[src/spim_config.svh]
`ifndef SPIM_CONFIG_SVH
`define SPIM_CONFIG_SVH

// Word width of commands, TX data and RX data
`define SPIM_DATA_W     32

// Depth of the command FIFO and the TX data FIFO
`define SPIM_FIFO_DEPTH 8

// Clock divider setting width
`define SPIM_CLKDIV_W   8

// Chip select count
`define SPIM_NUM_CS     4

// Command word fields
`define SPIM_OPCODE_W   4
`define SPIM_LEN_W      8
`define SPIM_CMD_W      16

`endif

[src/spim_pkg.sv]
`include "spim_config.svh"

package spim_pkg;

    typedef enum logic [`SPIM_OPCODE_W-1:0]
    {
        CFG      = 4'h0,
        SOT      = 4'h1,
        SEND_CMD = 4'h2,
        TX_DATA  = 4'h3,
        RX_DATA  = 4'h4,
        EOT      = 4'h5
    } spim_opcode_e;

    // CFG view of a command word
    typedef struct packed
    {
        spim_opcode_e                                          opcode;
        logic [`SPIM_DATA_W-`SPIM_OPCODE_W-`SPIM_CLKDIV_W-1:0] pad;
        logic [`SPIM_CLKDIV_W-1:0]                             clkdiv;
    } spim_cfg_cmd_t;

    // Transfer view, also used by SOT for the chip select
    typedef struct packed
    {
        spim_opcode_e                    opcode;
        logic                            qpi;
        logic [$clog2(`SPIM_NUM_CS)-1:0] csn_sel;
        logic                            pad;
        logic [`SPIM_LEN_W-1:0]          len_m1;
        logic [`SPIM_CMD_W-1:0]          cmd_data;
    } spim_xfer_cmd_t;

    typedef union packed
    {
        spim_cfg_cmd_t  cfg;
        spim_xfer_cmd_t xfer;
    } spim_cmd_u;

    typedef enum logic [1:0]
    {
        CMD = 2'd0,
        TX  = 2'd1,
        RX  = 2'd2
    } spim_phase_e;

    typedef struct packed
    {
        spim_phase_e            phase;
        logic                   qpi;
        logic [`SPIM_LEN_W-1:0] len_m1;
        logic [`SPIM_CMD_W-1:0] cmd_data;
    } spim_xfer_t;

endpackage

[src/spim_clkgen.sv]
`timescale 1ns/1ns
`include "spim_config.svh"

module spim_clkgen
(
    input  logic                      sys_clk_i,
    input  logic                      rst_n_i,
    input  logic [`SPIM_CLKDIV_W-1:0] clkdiv_i,
    input  logic                      run_i,
    output logic                      spi_clk_o,
    output logic                      rise_o,
    output logic                      fall_o
);

    logic [`SPIM_CLKDIV_W-1:0] cnt;
    logic                      active;
    logic                      toggle;

    // A high phase always runs to its end, so the clock parks low
    assign active = run_i | spi_clk_o;
    assign toggle = active && (cnt >= clkdiv_i);

    // Edge strobes lead the clock register by one cycle
    assign rise_o = toggle & ~spi_clk_o;
    assign fall_o = toggle & spi_clk_o;

    always_ff @(posedge sys_clk_i or negedge rst_n_i)
    begin
        if (!rst_n_i)
        begin
            cnt       <= '0;
            spi_clk_o <= 1'b0;
        end
        else if (!active)
        begin
            cnt <= '0;
        end
        else if (toggle)
        begin
            cnt       <= '0;
            spi_clk_o <= ~spi_clk_o;
        end
        else
        begin
            cnt <= cnt + 1'b1;
        end
    end

endmodule

[src/spim_ctrl.sv]
`timescale 1ns/1ns
`include "spim_config.svh"

module spim_ctrl
(
    input  logic                      sys_clk_i,
    input  logic                      rst_n_i,

    input  spim_pkg::spim_cmd_u       cmd_i,
    input  logic                      cmd_empty_i,
    output logic                      cmd_pop_o,

    output logic [`SPIM_CLKDIV_W-1:0] clkdiv_o,

    output logic                      xfer_start_o,
    output spim_pkg::spim_xfer_t      xfer_o,
    input  logic                      xfer_done_i,

    output logic [`SPIM_NUM_CS-1:0]   spi_csn_o,
    output logic                      eot_o
);

    import spim_pkg::*;

    localparam int NUM_CS = `SPIM_NUM_CS;

    typedef enum logic [1:0]
    {
        ST_IDLE,
        ST_BUSY,
        ST_APPLY
    } ctrl_state_e;

    ctrl_state_e  state;
    spim_opcode_e opcode;
    logic         is_xfer;

    //////////////////////////////
    // Decode
    //////////////////////////////

    assign cmd_pop_o = (state == ST_IDLE) && !cmd_empty_i;

    // Opcode sits at the same place in both views
    assign opcode  = cmd_i.cfg.opcode;
    assign is_xfer = opcode inside {SEND_CMD, TX_DATA, RX_DATA};

    // Transfer descriptor handed to the shifter
    always_ff @(posedge sys_clk_i)
    begin
        if (cmd_pop_o && is_xfer)
        begin
            if (opcode == SEND_CMD)
                xfer_o.phase <= CMD;
            else if (opcode == TX_DATA)
                xfer_o.phase <= TX;
            else
                xfer_o.phase <= RX;
            xfer_o.qpi      <= cmd_i.xfer.qpi;
            xfer_o.len_m1   <= cmd_i.xfer.len_m1;
            xfer_o.cmd_data <= cmd_i.xfer.cmd_data;
        end
    end

    //////////////////////////////
    // Sequencer
    //////////////////////////////

    always_ff @(posedge sys_clk_i or negedge rst_n_i)
    begin
        if (!rst_n_i)
        begin
            state        <= ST_IDLE;
            clkdiv_o     <= '0;
            xfer_start_o <= 1'b0;
            spi_csn_o    <= '1;
            eot_o        <= 1'b0;
        end
        else
        begin
            xfer_start_o <= 1'b0;
            eot_o        <= 1'b0;
            case (state)
                ST_IDLE:
                begin
                    if (cmd_pop_o)
                    begin
                        state        <= is_xfer ? ST_BUSY : ST_APPLY;
                        xfer_start_o <= is_xfer;
                        case (opcode)
                            CFG: clkdiv_o <= cmd_i.cfg.clkdiv;
                            SOT: spi_csn_o <= ~(NUM_CS'(1) << cmd_i.xfer.csn_sel);
                            EOT:
                            begin
                                spi_csn_o <= '1;
                                eot_o     <= 1'b1;
                            end
                            default: ;
                        endcase
                    end
                end
                ST_BUSY:
                begin
                    if (xfer_done_i)
                        state <= ST_IDLE;
                end
                // One-cycle commands settle here before the next pop
                default: state <= ST_IDLE;
            endcase
        end
    end

    assert property (@(posedge sys_clk_i) disable iff (!rst_n_i) $onehot0(~spi_csn_o))
        else $error("spim_ctrl: more than one chip select low");

    // The shifter only reports done for a transfer this FSM started
    assert property (@(posedge sys_clk_i) disable iff (!rst_n_i)
                     xfer_done_i |-> state == ST_BUSY)
        else $error("spim_ctrl: unexpected transfer done");

endmodule

[src/spim_fifo.sv]
`timescale 1ns/1ns

module spim_fifo
#(
    parameter int WIDTH = 32,
    parameter int DEPTH = 8
)
(
    input  logic             sys_clk_i,
    input  logic             rst_n_i,
    input  logic             push_i,
    input  logic [WIDTH-1:0] data_i,
    input  logic             pop_i,
    output logic [WIDTH-1:0] data_o,
    output logic             empty_o,
    output logic             full_o
);

    localparam int PTR_W = (DEPTH > 1) ? $clog2(DEPTH) : 1;
    localparam int CNT_W = $clog2(DEPTH + 1);

    logic [WIDTH-1:0] mem [DEPTH];
    logic [PTR_W-1:0] wr_ptr;
    logic [PTR_W-1:0] rd_ptr;
    logic [CNT_W-1:0] count;

    assign empty_o = (count == '0);
    assign full_o  = (count == CNT_W'(DEPTH));

    // Show-ahead: head entry is visible before the pop
    assign data_o = mem[rd_ptr];

    always_ff @(posedge sys_clk_i)
    begin
        if (push_i)
            mem[wr_ptr] <= data_i;
    end

    always_ff @(posedge sys_clk_i or negedge rst_n_i)
    begin
        if (!rst_n_i)
        begin
            wr_ptr <= '0;
            rd_ptr <= '0;
            count  <= '0;
        end
        else
        begin
            if (push_i)
                wr_ptr <= (wr_ptr == PTR_W'(DEPTH - 1)) ? '0 : wr_ptr + 1'b1;
            if (pop_i)
                rd_ptr <= (rd_ptr == PTR_W'(DEPTH - 1)) ? '0 : rd_ptr + 1'b1;
            count <= count + CNT_W'(push_i) - CNT_W'(pop_i);
        end
    end

    // Producers watch full_o, consumers watch empty_o
    assert property (@(posedge sys_clk_i) disable iff (!rst_n_i) push_i |-> !full_o)
        else $error("spim_fifo: push while full");

    assert property (@(posedge sys_clk_i) disable iff (!rst_n_i) pop_i |-> !empty_o)
        else $error("spim_fifo: pop while empty");

endmodule

[src/spim_top.sv]
`timescale 1ns/1ns
`include "spim_config.svh"

module spim_top
(
    input  logic                    sys_clk_i,
    input  logic                    rst_n_i,

    input  logic [`SPIM_DATA_W-1:0] cmd_i,
    input  logic                    cmd_valid_i,
    output logic                    cmd_full_o,

    input  logic [`SPIM_DATA_W-1:0] tx_data_i,
    input  logic                    tx_valid_i,
    output logic                    tx_full_o,

    output logic [`SPIM_DATA_W-1:0] rx_data_o,
    output logic                    rx_valid_o,

    output logic                    eot_o,

    output logic                    spi_clk_o,
    output logic [`SPIM_NUM_CS-1:0] spi_csn_o,
    output logic [1:0]              spi_mode_o,
    output logic [3:0]              spi_sdo_o,
    input  logic [3:0]              spi_sdi_i
);

    import spim_pkg::*;

    logic [`SPIM_DATA_W-1:0]   cmd_word;
    logic                      cmd_empty;
    logic                      cmd_pop;

    logic [`SPIM_DATA_W-1:0]   tx_word;
    logic                      tx_empty;
    logic                      tx_pop;

    logic [`SPIM_CLKDIV_W-1:0] clkdiv;
    logic                      spi_run;
    logic                      spi_rise;
    logic                      spi_fall;

    logic                      xfer_start;
    spim_xfer_t                xfer;
    logic                      xfer_done;

    //////////////////////////////
    // Input buffers
    //////////////////////////////

    spim_fifo #(
        .WIDTH ( `SPIM_DATA_W     ),
        .DEPTH ( `SPIM_FIFO_DEPTH )
    ) u_cmd_fifo (
        .sys_clk_i ( sys_clk_i   ),
        .rst_n_i   ( rst_n_i     ),
        .push_i    ( cmd_valid_i ),
        .data_i    ( cmd_i       ),
        .pop_i     ( cmd_pop     ),
        .data_o    ( cmd_word    ),
        .empty_o   ( cmd_empty   ),
        .full_o    ( cmd_full_o  )
    );

    spim_fifo #(
        .WIDTH ( `SPIM_DATA_W     ),
        .DEPTH ( `SPIM_FIFO_DEPTH )
    ) u_tx_fifo (
        .sys_clk_i ( sys_clk_i  ),
        .rst_n_i   ( rst_n_i    ),
        .push_i    ( tx_valid_i ),
        .data_i    ( tx_data_i  ),
        .pop_i     ( tx_pop     ),
        .data_o    ( tx_word    ),
        .empty_o   ( tx_empty   ),
        .full_o    ( tx_full_o  )
    );

    //////////////////////////////
    // SPI engine
    //////////////////////////////

    spim_clkgen u_clkgen (
        .sys_clk_i ( sys_clk_i ),
        .rst_n_i   ( rst_n_i   ),
        .clkdiv_i  ( clkdiv    ),
        .run_i     ( spi_run   ),
        .spi_clk_o ( spi_clk_o ),
        .rise_o    ( spi_rise  ),
        .fall_o    ( spi_fall  )
    );

    spim_ctrl u_ctrl (
        .sys_clk_i    ( sys_clk_i  ),
        .rst_n_i      ( rst_n_i    ),
        .cmd_i        ( cmd_word   ),
        .cmd_empty_i  ( cmd_empty  ),
        .cmd_pop_o    ( cmd_pop    ),
        .clkdiv_o     ( clkdiv     ),
        .xfer_start_o ( xfer_start ),
        .xfer_o       ( xfer       ),
        .xfer_done_i  ( xfer_done  ),
        .spi_csn_o    ( spi_csn_o  ),
        .eot_o        ( eot_o      )
    );

    spim_txrx u_txrx (
        .sys_clk_i  ( sys_clk_i  ),
        .rst_n_i    ( rst_n_i    ),
        .start_i    ( xfer_start ),
        .xfer_i     ( xfer       ),
        .done_o     ( xfer_done  ),
        .tx_data_i  ( tx_word    ),
        .tx_empty_i ( tx_empty   ),
        .tx_pop_o   ( tx_pop     ),
        .rx_data_o  ( rx_data_o  ),
        .rx_valid_o ( rx_valid_o ),
        .run_o      ( spi_run    ),
        .rise_i     ( spi_rise   ),
        .fall_i     ( spi_fall   ),
        .spi_mode_o ( spi_mode_o ),
        .spi_sdo_o  ( spi_sdo_o  ),
        .spi_sdi_i  ( spi_sdi_i  )
    );

endmodule

[src/spim_txrx.sv]
`timescale 1ns/1ns
`include "spim_config.svh"

module spim_txrx
(
    input  logic                    sys_clk_i,
    input  logic                    rst_n_i,

    input  logic                    start_i,
    input  spim_pkg::spim_xfer_t    xfer_i,
    output logic                    done_o,

    input  logic [`SPIM_DATA_W-1:0] tx_data_i,
    input  logic                    tx_empty_i,
    output logic                    tx_pop_o,

    output logic [`SPIM_DATA_W-1:0] rx_data_o,
    output logic                    rx_valid_o,

    output logic                    run_o,
    input  logic                    rise_i,
    input  logic                    fall_i,

    output logic [1:0]              spi_mode_o,
    output logic [3:0]              spi_sdo_o,
    input  logic [3:0]              spi_sdi_i
);

    import spim_pkg::*;

    localparam int SLOT_W = $clog2(`SPIM_DATA_W);
    localparam int PAD_W  = `SPIM_DATA_W - `SPIM_CMD_W;

    typedef enum logic [1:0]
    {
        ST_IDLE,
        ST_LOAD,
        ST_SHIFT
    } txrx_state_e;

    txrx_state_e             state;
    spim_xfer_t              xfer_q;
    logic [`SPIM_DATA_W-1:0] shift_q;
    logic [SLOT_W-1:0]       slot_cnt;
    logic [`SPIM_LEN_W-1:0]  word_cnt;
    logic [SLOT_W-1:0]       slots_m1;
    logic                    load_ok;
    logic                    word_end;

    // Slots per word minus one, a slot is 1 bit or a quad nibble
    always_comb
    begin
        if (xfer_q.phase == CMD)
            slots_m1 = xfer_q.qpi ? SLOT_W'(xfer_q.len_m1[3:2]) : SLOT_W'(xfer_q.len_m1[3:0]);
        else
            slots_m1 = xfer_q.qpi ? SLOT_W'(`SPIM_DATA_W / 4 - 1) : SLOT_W'(`SPIM_DATA_W - 1);
    end

    // TX words wait here for the FIFO, with the SPI clock parked
    assign load_ok  = (state == ST_LOAD) && ((xfer_q.phase != TX) || !tx_empty_i);
    assign tx_pop_o = load_ok && (xfer_q.phase == TX);
    assign word_end = (state == ST_SHIFT) && fall_i && (slot_cnt == '0);
    assign run_o    = (state == ST_SHIFT);

    assign rx_data_o = shift_q;

    //////////////////////////////
    // Pad direction and data
    //////////////////////////////

    always_comb
    begin
        spi_mode_o = 2'd0;
        spi_sdo_o  = 4'b0000;
        if (xfer_q.phase != RX)
            spi_sdo_o = xfer_q.qpi ? shift_q[`SPIM_DATA_W-1 -: 4]
                                   : {3'b000, shift_q[`SPIM_DATA_W-1]};
        if (state != ST_IDLE && xfer_q.qpi)
            spi_mode_o = (xfer_q.phase == RX) ? 2'd2 : 2'd1;
    end

    //////////////////////////////
    // Shift register
    //////////////////////////////

    always_ff @(posedge sys_clk_i)
    begin
        if (start_i)
            xfer_q <= xfer_i;

        // MSB first, out on falling edges and in on rising edges
        if (load_ok)
            shift_q <= (xfer_q.phase == TX) ? tx_data_i : {xfer_q.cmd_data, PAD_W'(0)};
        else if (run_o && rise_i && xfer_q.phase == RX)
            shift_q <= xfer_q.qpi ? {shift_q[`SPIM_DATA_W-5:0], spi_sdi_i}
                                  : {shift_q[`SPIM_DATA_W-2:0], spi_sdi_i[1]};
        else if (run_o && fall_i && xfer_q.phase != RX && slot_cnt != '0)
            shift_q <= xfer_q.qpi ? {shift_q[`SPIM_DATA_W-5:0], 4'b0000}
                                  : {shift_q[`SPIM_DATA_W-2:0], 1'b0};
    end

    //////////////////////////////
    // Sequencing
    //////////////////////////////

    always_ff @(posedge sys_clk_i or negedge rst_n_i)
    begin
        if (!rst_n_i)
        begin
            state      <= ST_IDLE;
            slot_cnt   <= '0;
            word_cnt   <= '0;
            done_o     <= 1'b0;
            rx_valid_o <= 1'b0;
        end
        else
        begin
            done_o     <= 1'b0;
            rx_valid_o <= 1'b0;
            case (state)
                ST_IDLE:
                begin
                    if (start_i)
                    begin
                        // A command field is always one word
                        word_cnt <= (xfer_i.phase == CMD) ? '0 : xfer_i.len_m1;
                        state    <= ST_LOAD;
                    end
                end
                ST_LOAD:
                begin
                    if (load_ok)
                    begin
                        slot_cnt <= slots_m1;
                        state    <= ST_SHIFT;
                    end
                end
                ST_SHIFT:
                begin
                    if (word_end)
                    begin
                        rx_valid_o <= (xfer_q.phase == RX);
                        if (word_cnt != '0)
                        begin
                            word_cnt <= word_cnt - 1'b1;
                            state    <= ST_LOAD;
                        end
                        else
                        begin
                            done_o <= 1'b1;
                            state  <= ST_IDLE;
                        end
                    end
                    else if (fall_i)
                    begin
                        slot_cnt <= slot_cnt - 1'b1;
                    end
                end
                default: state <= ST_IDLE;
            endcase
        end
    end

    assert property (@(posedge sys_clk_i) disable iff (!rst_n_i) start_i |-> state == ST_IDLE)
        else $error("spim_txrx: start while a transfer is running");

endmodule

[config.mk]
export PLATFORM = sky130hd
export DESIGN_NAME = spim_top
export DESIGN_NICKNAME = d
export VERILOG_FILES = /design/src/spim_pkg.sv /design/src/spim_clkgen.sv /design/src/spim_ctrl.sv /design/src/spim_fifo.sv /design/src/spim_top.sv /design/src/spim_txrx.sv
export VERILOG_INCLUDE_DIRS = /design/src
export SDC_FILE = /design/constraint.sdc
export NUM_CORES = 1
export LEC_CHECK = 0
export BUFFER_PORTS_ARGS = -buffer_cell sky130_fd_sc_hd__buf_2
export CAP_MARGIN = 20
export CORE_MARGIN = 2
export CORE_UTILIZATION = 25
export CTS_CLUSTER_DIAMETER = 80
export DETAILED_ROUTE_END_ITERATION = 6
export PLACE_DENSITY = 0.44
export SYNTH_ARGS = -nofsm -noshare
export SYNTH_HDL_FRONTEND = slang
export SYNTH_SLANG_ARGS = --single-unit
[constraint.sdc]
create_clock -name sys_clk_i -period 10.3 [get_ports sys_clk_i]
set_input_delay 0.515 -clock sys_clk_i [delete_from_list [all_inputs] [get_ports sys_clk_i]]
set_output_delay 0.515 -clock sys_clk_i [all_outputs]
set_load 0.01 [all_outputs]
* Yosys cells after proc, flatten, opt, wreduce, memory -nomap -nowiden
Memories as Yosys holds them, arrays and structs flattened.
Cells that the tools add are included.
** Word-level totals
- Input bits :: 72
- Memory bits (writable) :: 512
- Memories kept :: 2
- Bits in latches :: 0
- ROM bits :: 0
- Logic and storage cells :: 164
- Flip-flop bits (word level) :: 144
** Cells by class
- $mul :: 0
- Bitwise logic cells :: 5
- Magnitude comparators :: 1
- Add/subtract/negate cells :: 11
- Shift operators :: 1
- Eq/ne operators :: 26
- Mux-type cells :: 53
- Reductions and logical operators :: 38
- Div/mod/pow operators :: 0
** Memories
- u_cmd_fifo.mem :: words 8, width 32, read ports 1, clocked after Yosys merged registers in 0, write ports 1, line spim_fifo.sv:22 : logic [WIDTH-1:0] mem [DEPTH];
- u_tx_fifo.mem :: words 8, width 32, read ports 1, clocked after Yosys merged registers in 0, write ports 1, line spim_fifo.sv:22
** Operator list (count)
- 32-bit two-way mux :: 6
- 8-bit two-way mux :: 6
- 5-bit two-way mux :: 5
- 2-bit two-way mux :: 9
- 8-bit one-hot mux with 2 select lines :: 1
- 1-bit two-way mux :: 15
- 3-bit by 1-bit adder with 3-bit output (second input constant) :: 4
- 3-bit == test (second input constant) :: 4
- 1-bit logical AND :: 12
- 4-bit logical NOT :: 3
- 3-bit two-way mux :: 4
- 4-bit two-way mux :: 3
- 2-bit by 1-bit != test with 1-bit output (second input constant) :: 6
- 5-bit one-hot mux with 2 select lines :: 1
- 3-bit AND reduction :: 3
- 4-bit by 1-bit adder with 4-bit output :: 2
- 8-bit by 1-bit adder with 8-bit output (second input constant) :: 1
- 4-bit by 2-bit == test with 1-bit output (second input constant) :: 2
- 4-bit by 3-bit == test with 1-bit output (second input constant) :: 2
- 4-bit == test (second input constant) :: 2
- 8-bit greater-or-equal comparator :: 1
- 2-bit logical NOT :: 4
- 2-bit != test (second input constant) :: 4
- 4-bit one-hot mux with 2 select lines :: 1
- 22 further kinds :: 34

* Longest topological paths before layout
Gate-level depths: netlist (run 1).
- Depth in word-level cells :: 10
- Depth in mapped cells :: 12
- Mapped depth without buffers :: 11

* Hierarchy
From an unflattened synthesis (run 1), not the netlist that was laid out.
** Unflattened totals
- Cells, all modules :: 1399
- Area, all modules :: 26255.2 um^2
** Modules (own cells, without submodules)
- spim_fifo (u_tx_fifo) :: cells an instance 497, area an instance 10229.8 um^2, instances 1
- spim_fifo (u_cmd_fifo) :: cells an instance 428, area an instance 10216.0 um^2, instances 1
- spim_txrx :: cells an instance 331, area an instance 3706.1 um^2, instances 1
- spim_ctrl :: cells an instance 78, area an instance 1496.4 um^2, instances 1
- spim_clkgen :: cells an instance 65, area an instance 606.8 um^2, instances 1

* Least setup slack after synthesis (run 1)
Ideal clock, no wire load.
- Kind :: register to register
- Start point :: register u_cmd_fifo.rd_ptr[2]
- End point :: register u_ctrl.xfer_o[0] (netlist name) (enable)
- Setup slack :: 6.406 ns
- Cell stages (with the launch flop) :: 6
- Period minus slack after synthesis :: 3.894 ns
- Required time :: 9.846 ns
- Path buffers :: 1
- Arrival time :: 3.439 ns
- Cells stage by stage :: dfrtp_1 > clkbuf_1 > o311ai_1 > o21ai_1 > mux2_2 > a211oi_1
** Between the ends
- Longest elaborated chain between the ends :: 4
- Elaborated cells on any way between the ends :: 6
** Ends and longest elaborated chain
- start, declared :: line spim_fifo.sv:24 : logic [PTR_W-1:0] rd_ptr;
- start signal, assigned :: line spim_fifo.sv:52 : rd_ptr <= (rd_ptr == PTR_W'(DEPTH - 1)) ? '0 : rd_ptr + 1'b1;
- memory 8 x 32 bit (*)
- 4-bit by 2-bit == test with 1-bit output / 4-bit by 3-bit == test with 1-bit output (equally long branches) :: line spim_ctrl.sv:46 : assign is_xfer = opcode inside {SEND_CMD, TX_DATA, RX_DATA};
- 3-bit nonzero test (*) :: line spim_ctrl.sv:46
- 1-bit logical AND (*) :: line spim_ctrl.sv:51 : if (cmd_pop_o && is_xfer)
- end, declared :: line spim_ctrl.sv:16 : output spim_pkg::spim_xfer_t xfer_o,
Mark *: on every way between the ends. The rest lies on a longest branch, timed or not.
A chain may end at the register's enable or synchronous reset.

* Worst setup path in the final report (run 1)
- Start point :: register u_cmd_fifo.rd_ptr[0]
- End point :: register u_ctrl.clkdiv_o[0]
** Between the ends
- Longest elaborated chain between the ends :: 3
** Ends and longest elaborated chain
- memory 8 x 32 bit (*)
- 4-bit logical NOT :: line spim_ctrl.sv:90 : case (opcode)
- 3-bit AND reduction (no source line)
- end signal, assigned :: line spim_ctrl.sv:91 : CFG: clkdiv_o <= cmd_i.cfg.clkdiv;
- end, declared :: line spim_ctrl.sv:13 : output logic [`SPIM_CLKDIV_W-1:0] clkdiv_o,
Marks and branches as above.

==> impl_metrics.tcl, run 1 <==
set metrics [dict create \
    power.share.clock 0.291 \
    post-route-period-util 0.3120 \
    wire_per_inst_um 21.70 \
    p_leak_nw 10.26 \
    pwr_density_cell_nw_per_um2 282.3 \
    wl_um 63210 \
    cts_hold_buffers 1 \
    slew_viol_final 0 \
    hold_ws_ns 0.1656 \
    path_cells "buf_4 > mux2_2 > or3_1 > mux2_4" \
    cp_top_family "multiplexers" \
    areaGrowthSynthToFinish_pct 18.80 \
    fmax_ghz 0.3112 \
    cts_setup_buffers 0 \
    cts_tree "done" \
    grt_pass1_wl_um 92760 \
    vias 12830 \
    critPathMaxFanout 44 \
    fin_cells 2913 \
    ir_drop_v 0.0001224 \
    insertion_delay_ns 0.62 \
    drv_cap 0 \
    fin_ws_ns 7.087 \
    drive_gt1_frac 0.3007 \
    synth.largest_area_cell "edfxtp_1" \
    numPortBuffers 117 \
    nNetsFinal 1593 \
    place_hpwl_um 36560 \
    core-area_um2 102000 \
    sequentialPowerShare 0.445 \
    synth_top_flop_cell "edfxtp_1" \
    rsz0062_at_grt "no" \
    synth_edf_count 586 \
    internal-power_mw 5.968 \
    root_buffer "clkbuf_16" \
    h-tree-depth 3 \
    yosysSeqAreaShare 0.7421 \
    max_stage_delay_ns 0.80 \
    crit_cells 4 \
    worstPathBufferInverterCount 1 \
    syn-instance-count 1320 \
    place.gp.congestion 0.7399 \
    avgSynthCellArea_um2 19.55 \
    io_pins 119 \
    syn-num-nets 1427 \
    p_switching_mw 2.686 \
    cts_buffers 74 \
    drtAntennaViolNets 0 \
    finalHoldViolCount 0 \
    grt_pass1_vias 13440 \
    yosys_register_bits 648 \
    critPathSlowestCell "buf_4" \
    tightest_slew_ns 0.9663 \
    yosysWarnings 0 \
    die-width_um 325.3 \
    relSlewSlack 0.3558 \
    fin_tns_setup_ns 0 \
    setup_violations 0 \
    cts.sinks 648 \
    pre_cts_slack_ns 6.969 \
    endpoint_kind "flop" \
    cts_resized 0 \
    hold_path_depth 1 \
    dieArea_um2 105800 \
    crit_type "reg -> reg" \
    vias_per_cell 4.406 \
    layout_min_cycle_time_ns 3.213 \
    synth_top_area_share 0.6818 \
    critPathArrivalTime_ns 3.71 \
    synth-async-reset-ratio 0.09568 \
    cp-start-kind "flop" \
    power_frac_comb 0.264 \
    fillers 10070 \
    power_mw 8.654 \
    grt_overflow_total 0 \
    min_path_type "in -> reg" \
    rows 117 \
    dp_cells 2775 \
    grt_max_degree 55 \
    r2r_cells 4 \
    cts_buffer_depth 3 \
    clk_pin_slew_ns 0.06 \
    die_height_um 325.3 \
    firstDrtPassIters 5 \
    run_status "complete, no violations" \
    drt_iter0_markers 907 \
    syn_area_um2 25810 \
    grt_usage 0.1192 \
    ys_top_cells_by_area "edfxtp_1, mux4_2, dfrtp_1" \
    crit_required_ns 10.79 \
    p_sw_frac 0.3103 \
    synth_cell_types 63 \
    drc 0 \
    start_util 0.2530 \
    antenna_found_initial 18 \
    skew_ns 0.01737 \
]
[placed cells by master (no fill, tap or decap), drive strengths merged, types with 6 or more instances in the layout]
cell type  count
a21oi         14
a31oi          9
and2           7
and3           6
buf          148
clkbuf        91
clkinv        36
dfrtp         58
edfxtp       586
ha            33
inv           38
mux2          48
mux2i         70
mux4         126
nand2         40
nand2b        15
nand3         11
nor2          52
nor2b          7
nor3          13
o211ai        18
o21ai         31
o22ai         13
xor2           6
[power groups by stage]
stage	Sequential (mW)	Clock, mW	Combinational, mW
2_1_floorplan	3.71	0	1.64
5_1_grt	3.91	2.71	2.52
3_5_place_dp	3.92	0	2.32
3_3_place_gp	3.90	0	2.29
6_report	3.85	2.52	2.29
4_1_cts	3.87	2.60	2.33
[worst paths after layout]
kind / start / end / slack [ns]
setup / recovery: u_cmd_fifo.rd_ptr[0] / u_ctrl.clkdiv_o[0] / 7.09
hold / removal: tx_data_i[10] / u_tx_fifo.mem[2][10] / 0.17
setup reg to reg: u_cmd_fifo.rd_ptr[0] / u_ctrl.clkdiv_o[0] / 7.09
hold reg to reg: u_ctrl.xfer_o[12] / u_txrx.xfer_q[12] / 0.41
max in group asynchronous: rst_n_i / u_tx_fifo.rd_ptr[1] / 8.84
min in group asynchronous: rst_n_i / u_ctrl.clkdiv_o[3] / 0.31
[routing by layer]
metal	track usage	part of all wire
met2	0.1965	0.48
met4	0.02999	0.020
met1	0.1576	0.45
met5	0	0.0020
met3	0.02842	0.048
[Yosys cell counts (all sizes together) (6+ instances only)]
| cell | instances |
|---|---|
| a21oi | 14 |
| a31oi | 9 |
| and2 | 7 |
| and3 | 6 |
| buf | 28 |
| clkbuf | 31 |
| dfrtp | 58 |
| edfxtp | 586 |
| ha | 33 |
| inv | 35 |
| mux2 | 48 |
| mux2i | 70 |
| mux4 | 126 |
| nand2 | 40 |
| nand2b | 15 |
| nand3 | 11 |
| nor2 | 52 |
| nor2b | 7 |
| nor3 | 13 |
| o211ai | 18 |
| o21ai | 31 |
| o22ai | 13 |
| xor2 | 6 |
[layout make-up]
| type | instances | area (um^2) | share of cell area |
|---|---|---|---|
| flip-flops and latches | 648 | 19170 | 0.6252 |
| multi-input cells | 578 | 6425 | 0.2095 |
| well taps | 1368 | 1712 | 0.05583 |
| repair buffers | 149 | 870.8 | 0.02840 |
| diodes | 2 | 5.005 | 0.0001632 |
| clock buffers | 91 | 2008 | 0.06550 |
| clock inverters | 42 | 340.3 | 0.01110 |
| inverters | 35 | 131.4 | 0.004285 |
[metrics by stage]
stage	cell area (um^2)	util
after floorplan	25810	-
after global placement	28240	0.2768
after detailed placement	28240	0.2768
after CTS	30600	0.2999
after global routing	30660	0.3004
final	30660	0.3005
[kinds of logic (layout without fill, tap and decap cells)]
kind of cell / after synthesis / count (layout) / share of synthesized area
other cells: 0 / 2 / 0
mux: 244 / 244 / 0.1592
buf+inv: 94 / 317 / 0.01483
fa+ha+maj: 35 / 35 / 0.01755
xor+xnor: 10 / 10 / 0.003393
simple gates: 167 / 167 / 0.03117
compound gates: 122 / 122 / 0.03175
flops: 648 / 648 / 0.7421
[flip-flops by register name (all words and copies together), names as in the netlist, 2 cells and up]
signal             flops
u_tx_fifo.mem        256
u_clkgen.cnt           8
u_cmd_fifo.rd_ptr      3
u_txrx.xfer_q         23
u_cmd_fifo.count       4
u_txrx.slot_cnt        5
u_ctrl.xfer_o         27
u_ctrl.spi_csn_o       4
u_ctrl.state           2
u_txrx.state           2
u_cmd_fifo.mem       248
u_ctrl.clkdiv_o        8
u_cmd_fifo.wr_ptr      3
u_txrx.word_cnt        8
u_tx_fifo.count        4
u_tx_fifo.rd_ptr       3
u_txrx.rx_data_o      32
u_tx_fifo.wr_ptr       3
Note: power is estimated with default switching activity, not from simulation.
==> inputs of run 2 (changes only) <==
==> constraint.sdc (replaced) <==
create_clock -name sys_clk_i -period 3.03 [get_ports sys_clk_i]
set_input_delay 0.1515 -clock sys_clk_i [delete_from_list [all_inputs] [get_ports sys_clk_i]]
set_output_delay 0.1515 -clock sys_clk_i [all_outputs]
set_load 0.01 [all_outputs]
==> run 2 against run 1 <==
  * Highest routed layer unchanged
  * Core utilization increased by 1.0 points
  * Non-clock buffer count up 83
  * Critical path depth increased by 3
  * Via count up 2.2%
  * Power rose to 3.5 times the previous value
  * Final cell count grew 3.0%
  * Clock-buffer cell count grew 9
  * Sequential cell count stayed put
  * First-iteration DRC count is 3.6% lower
  * Clock skew is 0.011 ns higher
  * Maximum frequency rose by 16%
==> impl_metrics.tcl, run 2 (synthesized netlist as in run 1, its figures left out) <==
set metrics [dict create \
    nNetsFinal 1677 \
    power_frac_comb 0.275 \
    critPathSlowestCell "a2111oi_2" \
    wire_per_inst_um 21.20 \
    firstDrtPassIters 5 \
    cts_tree "done" \
    critPathArrivalTime_ns 3.22 \
    drive_gt1_frac 0.2939 \
    hold_ws_ns 0.1346 \
    ir_drop_v 0.0005613 \
    setup_violations 0 \
    cts_setup_buffers 0 \
    grt_overflow_total 0 \
    cts_buffers 75 \
    tightest_slew_ns 0.8083 \
    startpoint "u_txrx.slot_cnt[0]" \
    layout_min_cycle_time_ns 2.759 \
    slew_viol_final 0 \
    crit_required_ns 3.49 \
    dp_cells 2792 \
    insertion_delay_ns 0.61 \
    drv_cap 0 \
    grt_usage 0.1200 \
    post-route-period-util 0.9104 \
    pwr_density_cell_nw_per_um2 955.5 \
    vias_per_cell 4.372 \
    run_status "complete, no violations" \
    place.gp.congestion 0.7391 \
    endpoint_kind "flop" \
    h-tree-depth 3 \
    wl_um 63600 \
    min_path_type "in -> async" \
    grt_pass1_wl_um 94830 \
    drc 0 \
    rsz0062_at_grt "no" \
    regMostFlops "u_tx_fifo.mem" \
    cts_buffer_depth 3 \
    p_sw_frac 0.3036 \
    die_height_um 325.3 \
    place_hpwl_um 37870 \
    cts_resized 0 \
    final_common_cell "edfxtp_1" \
    die-width_um 325.3 \
    core-area_um2 102000 \
    fin_tns_setup_ns 0 \
    relSlewSlack 0.4612 \
    finalHoldViolCount 0 \
    critPathMaxFanout 6 \
    sequentialPowerShare 0.426 \
    cts_hold_buffers 69 \
    drtAntennaViolNets 0 \
    largest_reg_flops 256 \
    grt_pass1_vias 14210 \
    final_cell_mix "edfxtp_1, mux4_2, buf_2" \
    areaGrowthSynthToFinish_pct 22.79 \
    r2r_start "u_txrx.slot_cnt[0]" \
    fin_area_um2 31690 \
    worstPathBufferInverterCount 1 \
    fin_cells 3000 \
    grt_max_degree 60 \
    power.share.clock 0.299 \
    drt_iter0_markers 874 \
    max_stage_delay_ns 0.73 \
    io_pins 119 \
    skew_ns 0.02808 \
    cp-start-kind "flop" \
    crit_top_cell "nor4b_1" \
    cts.sinks 648 \
    power_mw 30.28 \
    placed_area_um2 28500 \
    cp_top_family "simple AND/OR/NAND/NOR gates" \
    clk_pin_slew_ns 0.06 \
    p_leak_nw 10.71 \
    p_switching_mw 9.194 \
    path_cells "inv_1 > ha_1 > nor4b_1 > nand2_1 > a2111oi_2 > nor4b_1 > o211ai_1" \
    internal-power_mw 21.09 \
    fmax_ghz 0.3625 \
    start_util 0.2530 \
    rows 117 \
    root_buffer "clkbuf_16" \
    numPortBuffers 117 \
    antenna_found_initial 3 \
    crit_type "reg -> reg" \
    vias 13120 \
    dieArea_um2 105800 \
]
==> run 2: cell type report <==
type | count | area (um^2)
Antenna cell | 2 | 5.005
Clock buffer | 100 | 2105
Clock inverter | 37 | 386.6
Fill cell | 9970 | 70340
Inverter | 35 | 131.4
Multi-Input combinational cell | 578 | 6450
Sequential cell | 648 | 19170
Tap cell | 1368 | 1712
Timing Repair Buffer | 232 | 1737
==> run 2: through the flow <==
stage	utilization	setup slack [ns]
after floorplan	-	0.07856
after global placement	0.2794	0.2881
after detailed placement	0.2794	0.2924
final	0.3106	0.2714
after global routing	0.3106	0.06413
after CTS	0.3105	0.2484
==> run 2: power by group through the flow <==
stage | logic, mW | registers (mW) | clock network [mW]
6_report | 8.31 | 12.9 | 9.06
5_1_grt | 9.15 | 13.1 | 9.70
4_1_cts | 8.60 | 13.0 | 9.34
3_5_place_dp | 8.47 | 13.1 | 0
3_3_place_gp | 8.34 | 13.1 | 0
2_1_floorplan | 5.60 | 12.6 | 0
==> run 2: path summary, 6_finish.rpt <==
kind | end | slack (ns) | cells past startpoint
worst max-delay path | u_txrx.word_cnt[4] | 0.27 | 7
worst min-delay path | u_cmd_fifo.rd_ptr[1] | 0.13 | 2
worst max register to register | u_txrx.word_cnt[4] | 0.27 | 7
worst min register to register | u_txrx.xfer_q[11] | 0.42 | 0
min in group sys_clk_i | u_txrx.rx_data_o[0] | 0.16 | 4
max in group asynchronous | u_ctrl.spi_csn_o[2] | 2.16 | 3
==> run 2: per-layer routing <==
metal / part of all wire / track usage
met2: 0.49 / 0.2002
met4: 0.019 / 0.03019
met1: 0.46 / 0.1611
met5: 0.00036 / 0
met3: 0.033 / 0.02159
